File: config.mk
export PLATFORM = sky130hd
export DESIGN_NAME = blocking_cache
export DESIGN_NICKNAME = d
export VERILOG_FILES = /design/src/source/cache_pkg.sv /design/src/source/blocking_cache.sv /design/src/source/cache_ctrl.sv /design/src/source/way_select.sv /design/src/source/cache_way.sv
export SDC_FILE = /design/constraint.sdc
export NUM_CORES = 2
export LEC_CHECK = 0
export ABC_AREA = 1
export ABC_CLOCK_PERIOD_IN_PS = 7850
export BUFFER_PORTS_ARGS = -buffer_cell sky130_fd_sc_hd__clkbuf_2
export CAP_MARGIN = 0
export CORE_MARGIN = 5
export CORE_UTILIZATION = 40
export CTS_CLUSTER_SIZE = 16
export DETAILED_ROUTE_END_ITERATION = 6
export GPL_TIMING_DRIVEN = 0
export PLACE_DENSITY_LB_ADDON = 0.08
export SYNTH_ARGS = -nofsm -noshare
export SYNTH_HDL_FRONTEND = slang
export SYNTH_SLANG_ARGS = --single-unit
File: constraint.sdc
create_clock -name clk -period 7.85 [get_ports clk]
set_clock_uncertainty 0.1 [all_clocks]
set_input_delay 1.1775 -clock clk [delete_from_list [all_inputs] [get_ports clk]]
set_output_delay 1.1775 -clock clk [all_outputs]
set_load 0.005 [all_outputs]
File: src/source/cache_pkg.sv
// ----------------------------
// Shared sizes and types for the two-way blocking L1 data cache.
// Import with cache_pkg::* in any module that uses them.
// ----------------------------

package cache_pkg;

  // ----------------------------
  // Geometry
  // ----------------------------

  localparam int ADDR_W         = 32;
  localparam int WORD_W         = 32;
  localparam int WORDS_PER_LINE = 4;
  localparam int LINE_W         = WORDS_PER_LINE * WORD_W;
  localparam int NUM_SETS       = 8;

  // Address split, from the bottom up
  localparam int BOFF_W = 2;
  localparam int WOFF_W = $clog2(WORDS_PER_LINE);
  localparam int IDX_W  = $clog2(NUM_SETS);
  localparam int TAG_W  = ADDR_W - IDX_W - WOFF_W - BOFF_W;

  // ----------------------------
  // Types
  // ----------------------------

  typedef logic [WORD_W-1:0] word_t;

  // Word k of a line sits at bits 32k and up
  typedef logic [LINE_W-1:0] line_t;

  typedef logic [TAG_W-1:0] tag_t;
  typedef logic [IDX_W-1:0] idx_t;

  // Request address, either as a plain word for the memory side
  // or split into fields for the arrays
  typedef union packed {
    word_t raw;
    struct packed {
      tag_t              tag;
      idx_t              idx;
      logic [WOFF_W-1:0] woff;
      logic [BOFF_W-1:0] boff;
    } f;
  } cache_addr_u;

endpackage
File: src/source/blocking_cache.sv
// ----------------------------
// Top of the blocking cache: controller, two ways and way select.
// CPU side takes word requests, memory side moves whole lines.
// ----------------------------

`timescale 1ns/1ns

module blocking_cache import cache_pkg::*; (
  input  logic        clk,
  input  logic        reset,

  // CPU request and response
  input  logic        req_val,
  output logic        req_rdy,
  input  cache_addr_u req_addr,
  input  logic        req_write,
  input  word_t       req_wdata,
  input  logic        req_nsbit,
  output logic        resp_val,
  input  logic        resp_rdy,
  output word_t       resp_data,
  output logic        resp_write,
  output logic        resp_denied,

  // Memory request and response
  output logic        memreq_val,
  input  logic        memreq_rdy,
  output logic        memreq_write,
  output cache_addr_u memreq_addr,
  output line_t       memreq_data,
  input  logic        memresp_val,
  output logic        memresp_rdy,
  input  line_t       memresp_data
);

  cache_addr_u addr;
  logic        lat_nsbit;
  word_t       lat_wdata;
  line_t       fill_line;
  logic        line_wen;
  logic        word_wen;
  logic        set_dirty;
  logic        lru_en;
  logic        record_en;

  logic        hit_0, hit_1;
  logic        secure_ok_0, secure_ok_1;
  logic        dirty_0, dirty_1;
  line_t       line_0, line_1;
  tag_t        tag_0, tag_1;
  logic        line_wen_0, line_wen_1;
  logic        word_wen_0, word_wen_1;

  logic        any_hit;
  logic        denied;
  logic        victim_dirty;
  tag_t        victim_tag;
  line_t       sel_line;

  cache_ctrl ctrl (.*);

  cache_way way0 (
    .clk       (clk),
    .reset     (reset),
    .addr      (addr),
    .req_nsbit (lat_nsbit),
    .line_wen  (line_wen_0),
    .word_wen  (word_wen_0),
    .set_dirty (set_dirty),
    .fill_line (fill_line),
    .wdata     (lat_wdata),
    .hit       (hit_0),
    .secure_ok (secure_ok_0),
    .dirty     (dirty_0),
    .line_out  (line_0),
    .tag_out   (tag_0)
  );

  cache_way way1 (
    .clk       (clk),
    .reset     (reset),
    .addr      (addr),
    .req_nsbit (lat_nsbit),
    .line_wen  (line_wen_1),
    .word_wen  (word_wen_1),
    .set_dirty (set_dirty),
    .fill_line (fill_line),
    .wdata     (lat_wdata),
    .hit       (hit_1),
    .secure_ok (secure_ok_1),
    .dirty     (dirty_1),
    .line_out  (line_1),
    .tag_out   (tag_1)
  );

  way_select sel (.*);

endmodule

File: src/source/cache_ctrl.sv
// ----------------------------
// Cache controller: latches one request, walks the FSM through lookup,
// eviction and refill, and holds the response until it is taken.
// ----------------------------

`timescale 1ns/1ns

module cache_ctrl import cache_pkg::*; (
  input  logic        clk,
  input  logic        reset,
  input  logic        req_val,
  input  cache_addr_u req_addr,
  input  logic        req_write,
  input  word_t       req_wdata,
  input  logic        req_nsbit,
  input  logic        resp_rdy,
  input  logic        memreq_rdy,
  input  logic        memresp_val,
  input  line_t       memresp_data,
  input  logic        any_hit,
  input  logic        denied,
  input  logic        victim_dirty,
  input  tag_t        victim_tag,
  input  line_t       sel_line,
  output logic        req_rdy,
  output logic        resp_val,
  output word_t       resp_data,
  output logic        resp_write,
  output logic        resp_denied,
  output logic        memreq_val,
  output logic        memreq_write,
  output cache_addr_u memreq_addr,
  output line_t       memreq_data,
  output logic        memresp_rdy,
  output cache_addr_u addr,
  output logic        lat_nsbit,
  output word_t       lat_wdata,
  output line_t       fill_line,
  output logic        line_wen,
  output logic        word_wen,
  output logic        set_dirty,
  output logic        lru_en,
  output logic        record_en
);

  localparam logic [3:0] S_IDLE          = 4'd0;
  localparam logic [3:0] S_TAG_CHECK     = 4'd1;
  localparam logic [3:0] S_READ_ACCESS   = 4'd2;
  localparam logic [3:0] S_WRITE_ACCESS  = 4'd3;
  localparam logic [3:0] S_EMPTY_RESP    = 4'd4;
  localparam logic [3:0] S_REFILL_REQ    = 4'd5;
  localparam logic [3:0] S_REFILL_WAIT   = 4'd6;
  localparam logic [3:0] S_REFILL_UPDATE = 4'd7;
  localparam logic [3:0] S_EVICT_REQ     = 4'd8;
  localparam logic [3:0] S_EVICT_WAIT    = 4'd9;
  localparam logic [3:0] S_WAIT          = 4'd10;

  logic [3:0] state;
  logic [3:0] state_next;
  logic       lat_write;
  tag_t       mem_tag;

  // ----------------------------
  // FSM
  // ----------------------------

  always_comb begin
    state_next = state;
    case (state)
      S_IDLE:
        if (req_val && req_rdy) state_next = S_TAG_CHECK;
      S_TAG_CHECK:
        if (denied)            state_next = S_EMPTY_RESP;
        else if (any_hit)      state_next = lat_write ? S_WRITE_ACCESS : S_READ_ACCESS;
        else if (victim_dirty) state_next = S_EVICT_REQ;
        else                   state_next = S_REFILL_REQ;
      S_READ_ACCESS, S_WRITE_ACCESS, S_EMPTY_RESP:
        state_next = S_WAIT;
      S_REFILL_REQ:
        if (memreq_rdy) state_next = S_REFILL_WAIT;
      S_REFILL_WAIT:
        if (memresp_val) state_next = S_REFILL_UPDATE;
      // Line is now resident, so retry as a hit
      S_REFILL_UPDATE:
        state_next = lat_write ? S_WRITE_ACCESS : S_READ_ACCESS;
      S_EVICT_REQ:
        if (memreq_rdy) state_next = S_EVICT_WAIT;
      S_EVICT_WAIT:
        if (memresp_val) state_next = S_REFILL_REQ;
      S_WAIT:
        if (resp_rdy) state_next = S_IDLE;
      default:
        state_next = S_IDLE;
    endcase
  end

  always_ff @(posedge clk) begin
    if (reset) begin
      state   <= S_IDLE;
      req_rdy <= 1'b0;
    end else begin
      state   <= state_next;
      req_rdy <= (state_next == S_IDLE);
    end
  end

  // Control outputs per state
  always_comb begin
    resp_val     = (state == S_WAIT);
    memreq_val   = (state == S_REFILL_REQ) || (state == S_EVICT_REQ);
    memreq_write = (state == S_EVICT_REQ);
    memresp_rdy  = (state == S_REFILL_WAIT) || (state == S_EVICT_WAIT);
    record_en    = (state == S_TAG_CHECK);
    line_wen     = (state == S_REFILL_UPDATE);
    word_wen     = (state == S_WRITE_ACCESS);
    lru_en       = (state == S_READ_ACCESS) || (state == S_WRITE_ACCESS);
    // A write miss allocates the line already dirty
    set_dirty    = line_wen && lat_write;
  end

  // ----------------------------
  // Request latch and refill data
  // ----------------------------

  always_ff @(posedge clk) begin
    if (req_val && req_rdy) begin
      addr      <= req_addr;
      lat_write <= req_write;
      lat_wdata <= req_wdata;
      lat_nsbit <= req_nsbit;
    end
    if (state == S_REFILL_WAIT && memresp_val)
      fill_line <= memresp_data;
  end

  // Victim address on evict, own address on refill, always line aligned
  assign mem_tag         = (state == S_EVICT_REQ) ? victim_tag : addr.f.tag;
  assign memreq_addr.raw = {mem_tag, addr.f.idx, {(ADDR_W - TAG_W - IDX_W){1'b0}}};
  assign memreq_data     = sel_line;

  // ----------------------------
  // Response register
  // ----------------------------

  always_ff @(posedge clk) begin
    case (state)
      S_READ_ACCESS: begin
        resp_data   <= sel_line[addr.f.woff*WORD_W +: WORD_W];
        resp_write  <= 1'b0;
        resp_denied <= 1'b0;
      end
      S_WRITE_ACCESS: begin
        resp_data   <= '0;
        resp_write  <= 1'b1;
        resp_denied <= 1'b0;
      end
      S_EMPTY_RESP: begin
        resp_data   <= '0;
        resp_write  <= lat_write;
        resp_denied <= 1'b1;
      end
      default: ;
    endcase
  end

endmodule

File: src/source/way_select.sv
// ----------------------------
// Combines both ways' lookups, keeps LRU per set and the chosen way,
// and steers write enables to that way only.
// ----------------------------

`timescale 1ns/1ns

module way_select import cache_pkg::*; (
  input  logic        clk,
  input  logic        reset,
  input  cache_addr_u addr,
  input  logic        record_en,
  input  logic        lru_en,
  input  logic        line_wen,
  input  logic        word_wen,
  input  logic        hit_0,
  input  logic        hit_1,
  input  logic        secure_ok_0,
  input  logic        secure_ok_1,
  input  logic        dirty_0,
  input  logic        dirty_1,
  input  line_t       line_0,
  input  line_t       line_1,
  input  tag_t        tag_0,
  input  tag_t        tag_1,
  output logic        any_hit,
  output logic        denied,
  output logic        victim_dirty,
  output tag_t        victim_tag,
  output line_t       sel_line,
  output logic        line_wen_0,
  output logic        line_wen_1,
  output logic        word_wen_0,
  output logic        word_wen_1
);

  logic                good_0;
  logic                good_1;
  logic                way_in;
  logic                way_q;
  logic                sel_way;
  logic [NUM_SETS-1:0] lru_q;

  assign good_0  = hit_0 && secure_ok_0;
  assign good_1  = hit_1 && secure_ok_1;
  assign any_hit = good_0 || good_1;
  // Tag present but owned by the other security domain
  assign denied  = (hit_0 || hit_1) && !any_hit;

  // Hit way, or the LRU way of the set on a miss
  assign way_in = good_0 ? 1'b0 : (good_1 ? 1'b1 : lru_q[addr.f.idx]);

  // During tag check the way is not recorded yet, so look through
  assign sel_way = record_en ? way_in : way_q;

  always_ff @(posedge clk) begin
    if (reset) begin
      way_q <= 1'b0;
      lru_q <= '0;
    end else begin
      if (record_en)
        way_q <= way_in;
      if (lru_en)
        lru_q[addr.f.idx] <= ~way_q;
    end
  end

  assign sel_line     = sel_way ? line_1  : line_0;
  assign victim_tag   = sel_way ? tag_1   : tag_0;
  assign victim_dirty = sel_way ? dirty_1 : dirty_0;

  assign line_wen_0 = line_wen && !sel_way;
  assign line_wen_1 = line_wen &&  sel_way;
  assign word_wen_0 = word_wen && !sel_way;
  assign word_wen_1 = word_wen &&  sel_way;

endmodule

File: src/source/cache_way.sv
// ----------------------------
// One way of the cache: valid, dirty, nsbit, tag and data per set.
// Read side is combinational from the latched index, writes on the edge.
// ----------------------------

`timescale 1ns/1ns

module cache_way import cache_pkg::*; (
  input  logic        clk,
  input  logic        reset,

  // Latched request
  input  cache_addr_u addr,
  input  logic        req_nsbit,

  // Write controls, already steered to this way
  input  logic        line_wen,
  input  logic        word_wen,
  input  logic        set_dirty,
  input  line_t       fill_line,
  input  word_t       wdata,

  // Lookup results
  output logic        hit,
  output logic        secure_ok,
  output logic        dirty,
  output line_t       line_out,
  output tag_t        tag_out
);

  idx_t idx;

  // Status bits clear on reset
  logic [NUM_SETS-1:0] valid_q;
  logic [NUM_SETS-1:0] dirty_q;

  // Storage arrays
  logic                nsb_q  [NUM_SETS];
  tag_t                tag_q  [NUM_SETS];
  line_t               data_q [NUM_SETS];

  assign idx = addr.f.idx;

  // ----------------------------
  // Lookup
  // ----------------------------

  assign hit       = valid_q[idx] && (tag_q[idx] == addr.f.tag);
  assign secure_ok = (nsb_q[idx] == req_nsbit);
  assign dirty     = dirty_q[idx];
  assign line_out  = data_q[idx];
  assign tag_out   = tag_q[idx];

  // ----------------------------
  // Update
  // ----------------------------

  always_ff @(posedge clk) begin
    if (reset) begin
      valid_q <= '0;
      dirty_q <= '0;
    end else if (line_wen) begin
      valid_q[idx] <= 1'b1;
      dirty_q[idx] <= set_dirty;
    end else if (word_wen) begin
      dirty_q[idx] <= 1'b1;
    end
  end

  always_ff @(posedge clk) begin
    if (line_wen) begin
      // Fill records the owner's security bit along with the tag
      data_q[idx] <= fill_line;
      tag_q[idx]  <= addr.f.tag;
      nsb_q[idx]  <= req_nsbit;
    end else if (word_wen) begin
      data_q[idx][addr.f.woff*WORD_W +: WORD_W] <= wdata;
    end
  end

endmodule

==> metrics.csv <==
metric,value,unit
largest net degree at the start of global routing,42,
clk_lat worst skew,0.93,ns
Bufs and invs on worst path,7,
Final Cycle Share,1.02,
critical-path cell list,inv_2 > buf_4 > clkbuf_1 > clkbuf_2 > clkdlybuf4s15_1 > buf_1 > a21oi_1 > a32o_1 > o21ai_0 > nand2_1 > nand2_1 > clkbuf_2,
Comb power frac,0.274,
fin area,135000,µm²
max-cap violations,8,
Fin. Hold Viols,0,
peak supply drop,0.184,mV
post-synth cell types,39,
initial drt markers,13200,
WP data arrival,6.75,ns
Final Slew Violations,33,
syn_area_per_cell,11.6,µm²
Int Pwr,27200,µW
crit path max fanout,10,
die height,543,µm
Total Power,42300,µW
CTS Root Cell,clkbuf_16,
slew margin rel.,-0.0726,
TritonRoute pass-1 iters,7,
Post-CTS Setup Bufs,0,
clk buf depth,4,
Seq pwr share,0.386,
Reg area,81800,µm²
Worst Tran Pin Value,1.59,ns
"slowest stage cell, crit path",clkdlybuf4s15_1,
PortBufs,392,
remaining antenna violation count,0,
Area after DPL,125000,µm²
Yosys warning total,0,
leading area contributor after synthesis,edfxtp_1,
unrepaired setup endpoints after global routing,false,
first-pass GRT wire length,723000,µm
"FF+latch count, synth",2739,
failing checks,"design-rule violations, max-capacitance violations, max-slew violations, negative setup slack",
CTS tree,yes,
Worst EP required,6.57,ns
Post-synth ARST share,0,
CP Capture Type,output port,
Area Growth Syn to Fin,18.7,%
clock sink count,2739,
Startpoint Class,flip-flop,
via count,88300,
share of layout cells above drive strength 1,0.126,
ys flop type,edfxtp_1,
DRT Wirelength,549000,µm
critical path's top delay family,buffers and inverters,
"Setup violations, final",5,
wire length per cell,37.3,µm
"CTS clk-pin slew, worst paths",0.06,ns
sequential area share after synthesis,0.720,
GP Congestion,1.10,
min-delay worst type,in -> reg,
max frequency,125,MHz
Netlist Area Pre-Place,114000,µm²
Tmin final,8.03,ns
leakage,0.0476,µW
NumNets Final,10900,
IO Pins,399,
drt drc,7,
vias in the first global route,82700,
vias per cell,6.00,
placement row count,195,
most frequent cells in the layout,"edfxtp_1 (2690), nand2_1 (2230), o21ai_0 (976)",
"top cells by area, synth","edfxtp_1 (71%), nand2_1 (7.4%), o21ai_0 (5.1%)",
initial core utilization,0.402,
P per Cell Area,314,nW/µm²
Die Footprint,295000,µm²
fillers,25800,
initial antenna violation count,30,
Clock Power Share,0.340,
total CTS buffers,307,
GRT overflow,0,
gr usage total,0.363,
Net Switching,15200,µW
Synth top area share,0.711,
setup ws final,-0.181,ns
footprint of the multi-input gates,28000,µm²
max incr delay on CP,1.15,ns
outcome,finished with violations,
"most common cell after layout, fill and taps aside",edfxtp_1,
Die Span X,543,µm
Crit Path Class,reg -> out,
core area,283000,µm²
CTS HTree Levels,5,
Post-synth EDFFs,2690,
DP HPWL,411000,µm
cell count after synthesis,9753,
switching share of power,0.358,
metal layers:
metal	wire (µm)	share of wire	vias to the layer above	GRT usage
met5	35	0.000064	-	0
met4	53100	0.097	6	0.282
met3	57000	0.10	1331	0.0884
met2	236000	0.43	5676	0.536
met1	203000	0.37	44500	0.459
li1	-	-	36800	-
worst register-to-register path, stage by stage (launching register included):
cell and delay [ns]:
dfxtp_1 0.35, inv_2 0.12, buf_4 0.26, clkbuf_1 0.72, nand2_1 0.19, nand3_1 0.13
nand3_1 0.22, nand2_1 0.15, nand2_1 0.14, nor2_1 0.13, nand3_1 0.08, nor2_1 0.35
a21oi_1 0.14, nand2_2 0.40, nand2_2 0.14, buf_4 0.29, nand2_2 0.31, inv_1 0.31
nor2_1 1.13, nor2_4 0.40, buf_16 0.31, buf_16 0.18
logic make-up after synthesis:
kind of cell,after synthesis,share of synthesized area
AOI/OAI and AO/OA,2054,0.105
xor gates and xnor gates,2,0.000154
adders and majority gates,5,0.000551
buffers and inverters,1107,0.0392
DFF,2739,0.720
other,1,0.0000330
and+or+nand+nor,3845,0.135
cell type report:
class	instances	share of cell area
clock buffers	382	0.0610
diodes	13	0.000241
inverters	448	0.0125
plain buffers	659	0.0210
repair buffers	645	0.0445
well taps	3743	0.0348
flip-flops and latches	2739	0.607
multi-input cells	5910	0.208
clock inverters	168	0.0117
cell usage after synthesis, drive strengths merged, types with 4 or more instances:
cell type	count
edfxtp	2690
nand2	2234
o21ai	1190
nor2	948
nand3	606
inv	447
clkbuf	434
a21oi	319
o22ai	260
a32o	256
buf	225
dfxtp	49
nor3	44
o21a	9
nand4	8
ha	5
o211ai	5
o221ai	4
state kept, by name, indices dropped and copies added, names as in the netlist, 4 cells and up, named ones only:
signal	cells
ctrl.state	4
way1.dirty_q	8
ctrl.lat_wdata	32
way0.tag_q	200
ctrl.resp_data	32
ctrl.fill_line	128
way0.data_q	1024
ctrl.addr	30
way0.nsb_q	8
sel.lru_q	8
way1.nsb_q	8
way1.tag_q	200
way0.valid_q	8
way1.data_q	1024
way1.valid_q	8
way0.dirty_q	8
repair_timing:
item	in CTS	in global routing
hold buffers	0	0
pin swaps	0	0
endpoints found under the hold margin	0	0
cloned	0	0
endpoints found under the setup margin	47	42
gates resized for setup	6	25
through the flow:
| stage | instances | TNS (ns) | hold WS, ns | utilization | setup WS (ns) |
|---|---|---|---|---|---|
| after floorplan | 9756 | 0 | 0.329 | - | 0.608 |
| after global placement | 13900 | -3898.14 | 0.340 | 0.426 | -3.94 |
| after detailed placement | 14100 | 0 | 0.346 | 0.442 | 0.652 |
| after CTS | 14700 | 0 | 0.268 | 0.477 | 0.0510 |
| after global routing | 14700 | 0 | 0.305 | 0.477 | 0.0175 |
| final | 14700 | -0.254 | 0.321 | 0.477 | -0.181 |
final timing paths:
kind                         start             endpoint  slack, ns  cells past startpoint
hold reg to reg    way0.valid_q[6]      way0.valid_q[6]       0.35                      2
setup reg to reg         flip-flop  way1.data_q[3][120]       1.00                     21
setup / recovery         flip-flop      memreq_data[64]      -0.18                     12
hold / removal    memresp_data[45]   ctrl.fill_line[45]       0.32                      1
power groups by stage:
stage                     clock network [µW]  registers [µW]  logic [µW]
after CTS                              14500           16400       11200
after floorplan                            0           16500        4980
after global routing                   15000           16400       11800
final                                  14400           16400       11600
after global placement                     0           16700       10900
after detailed placement                   0           16700       11200
Note: power is estimated with default switching activity, not from simulation.
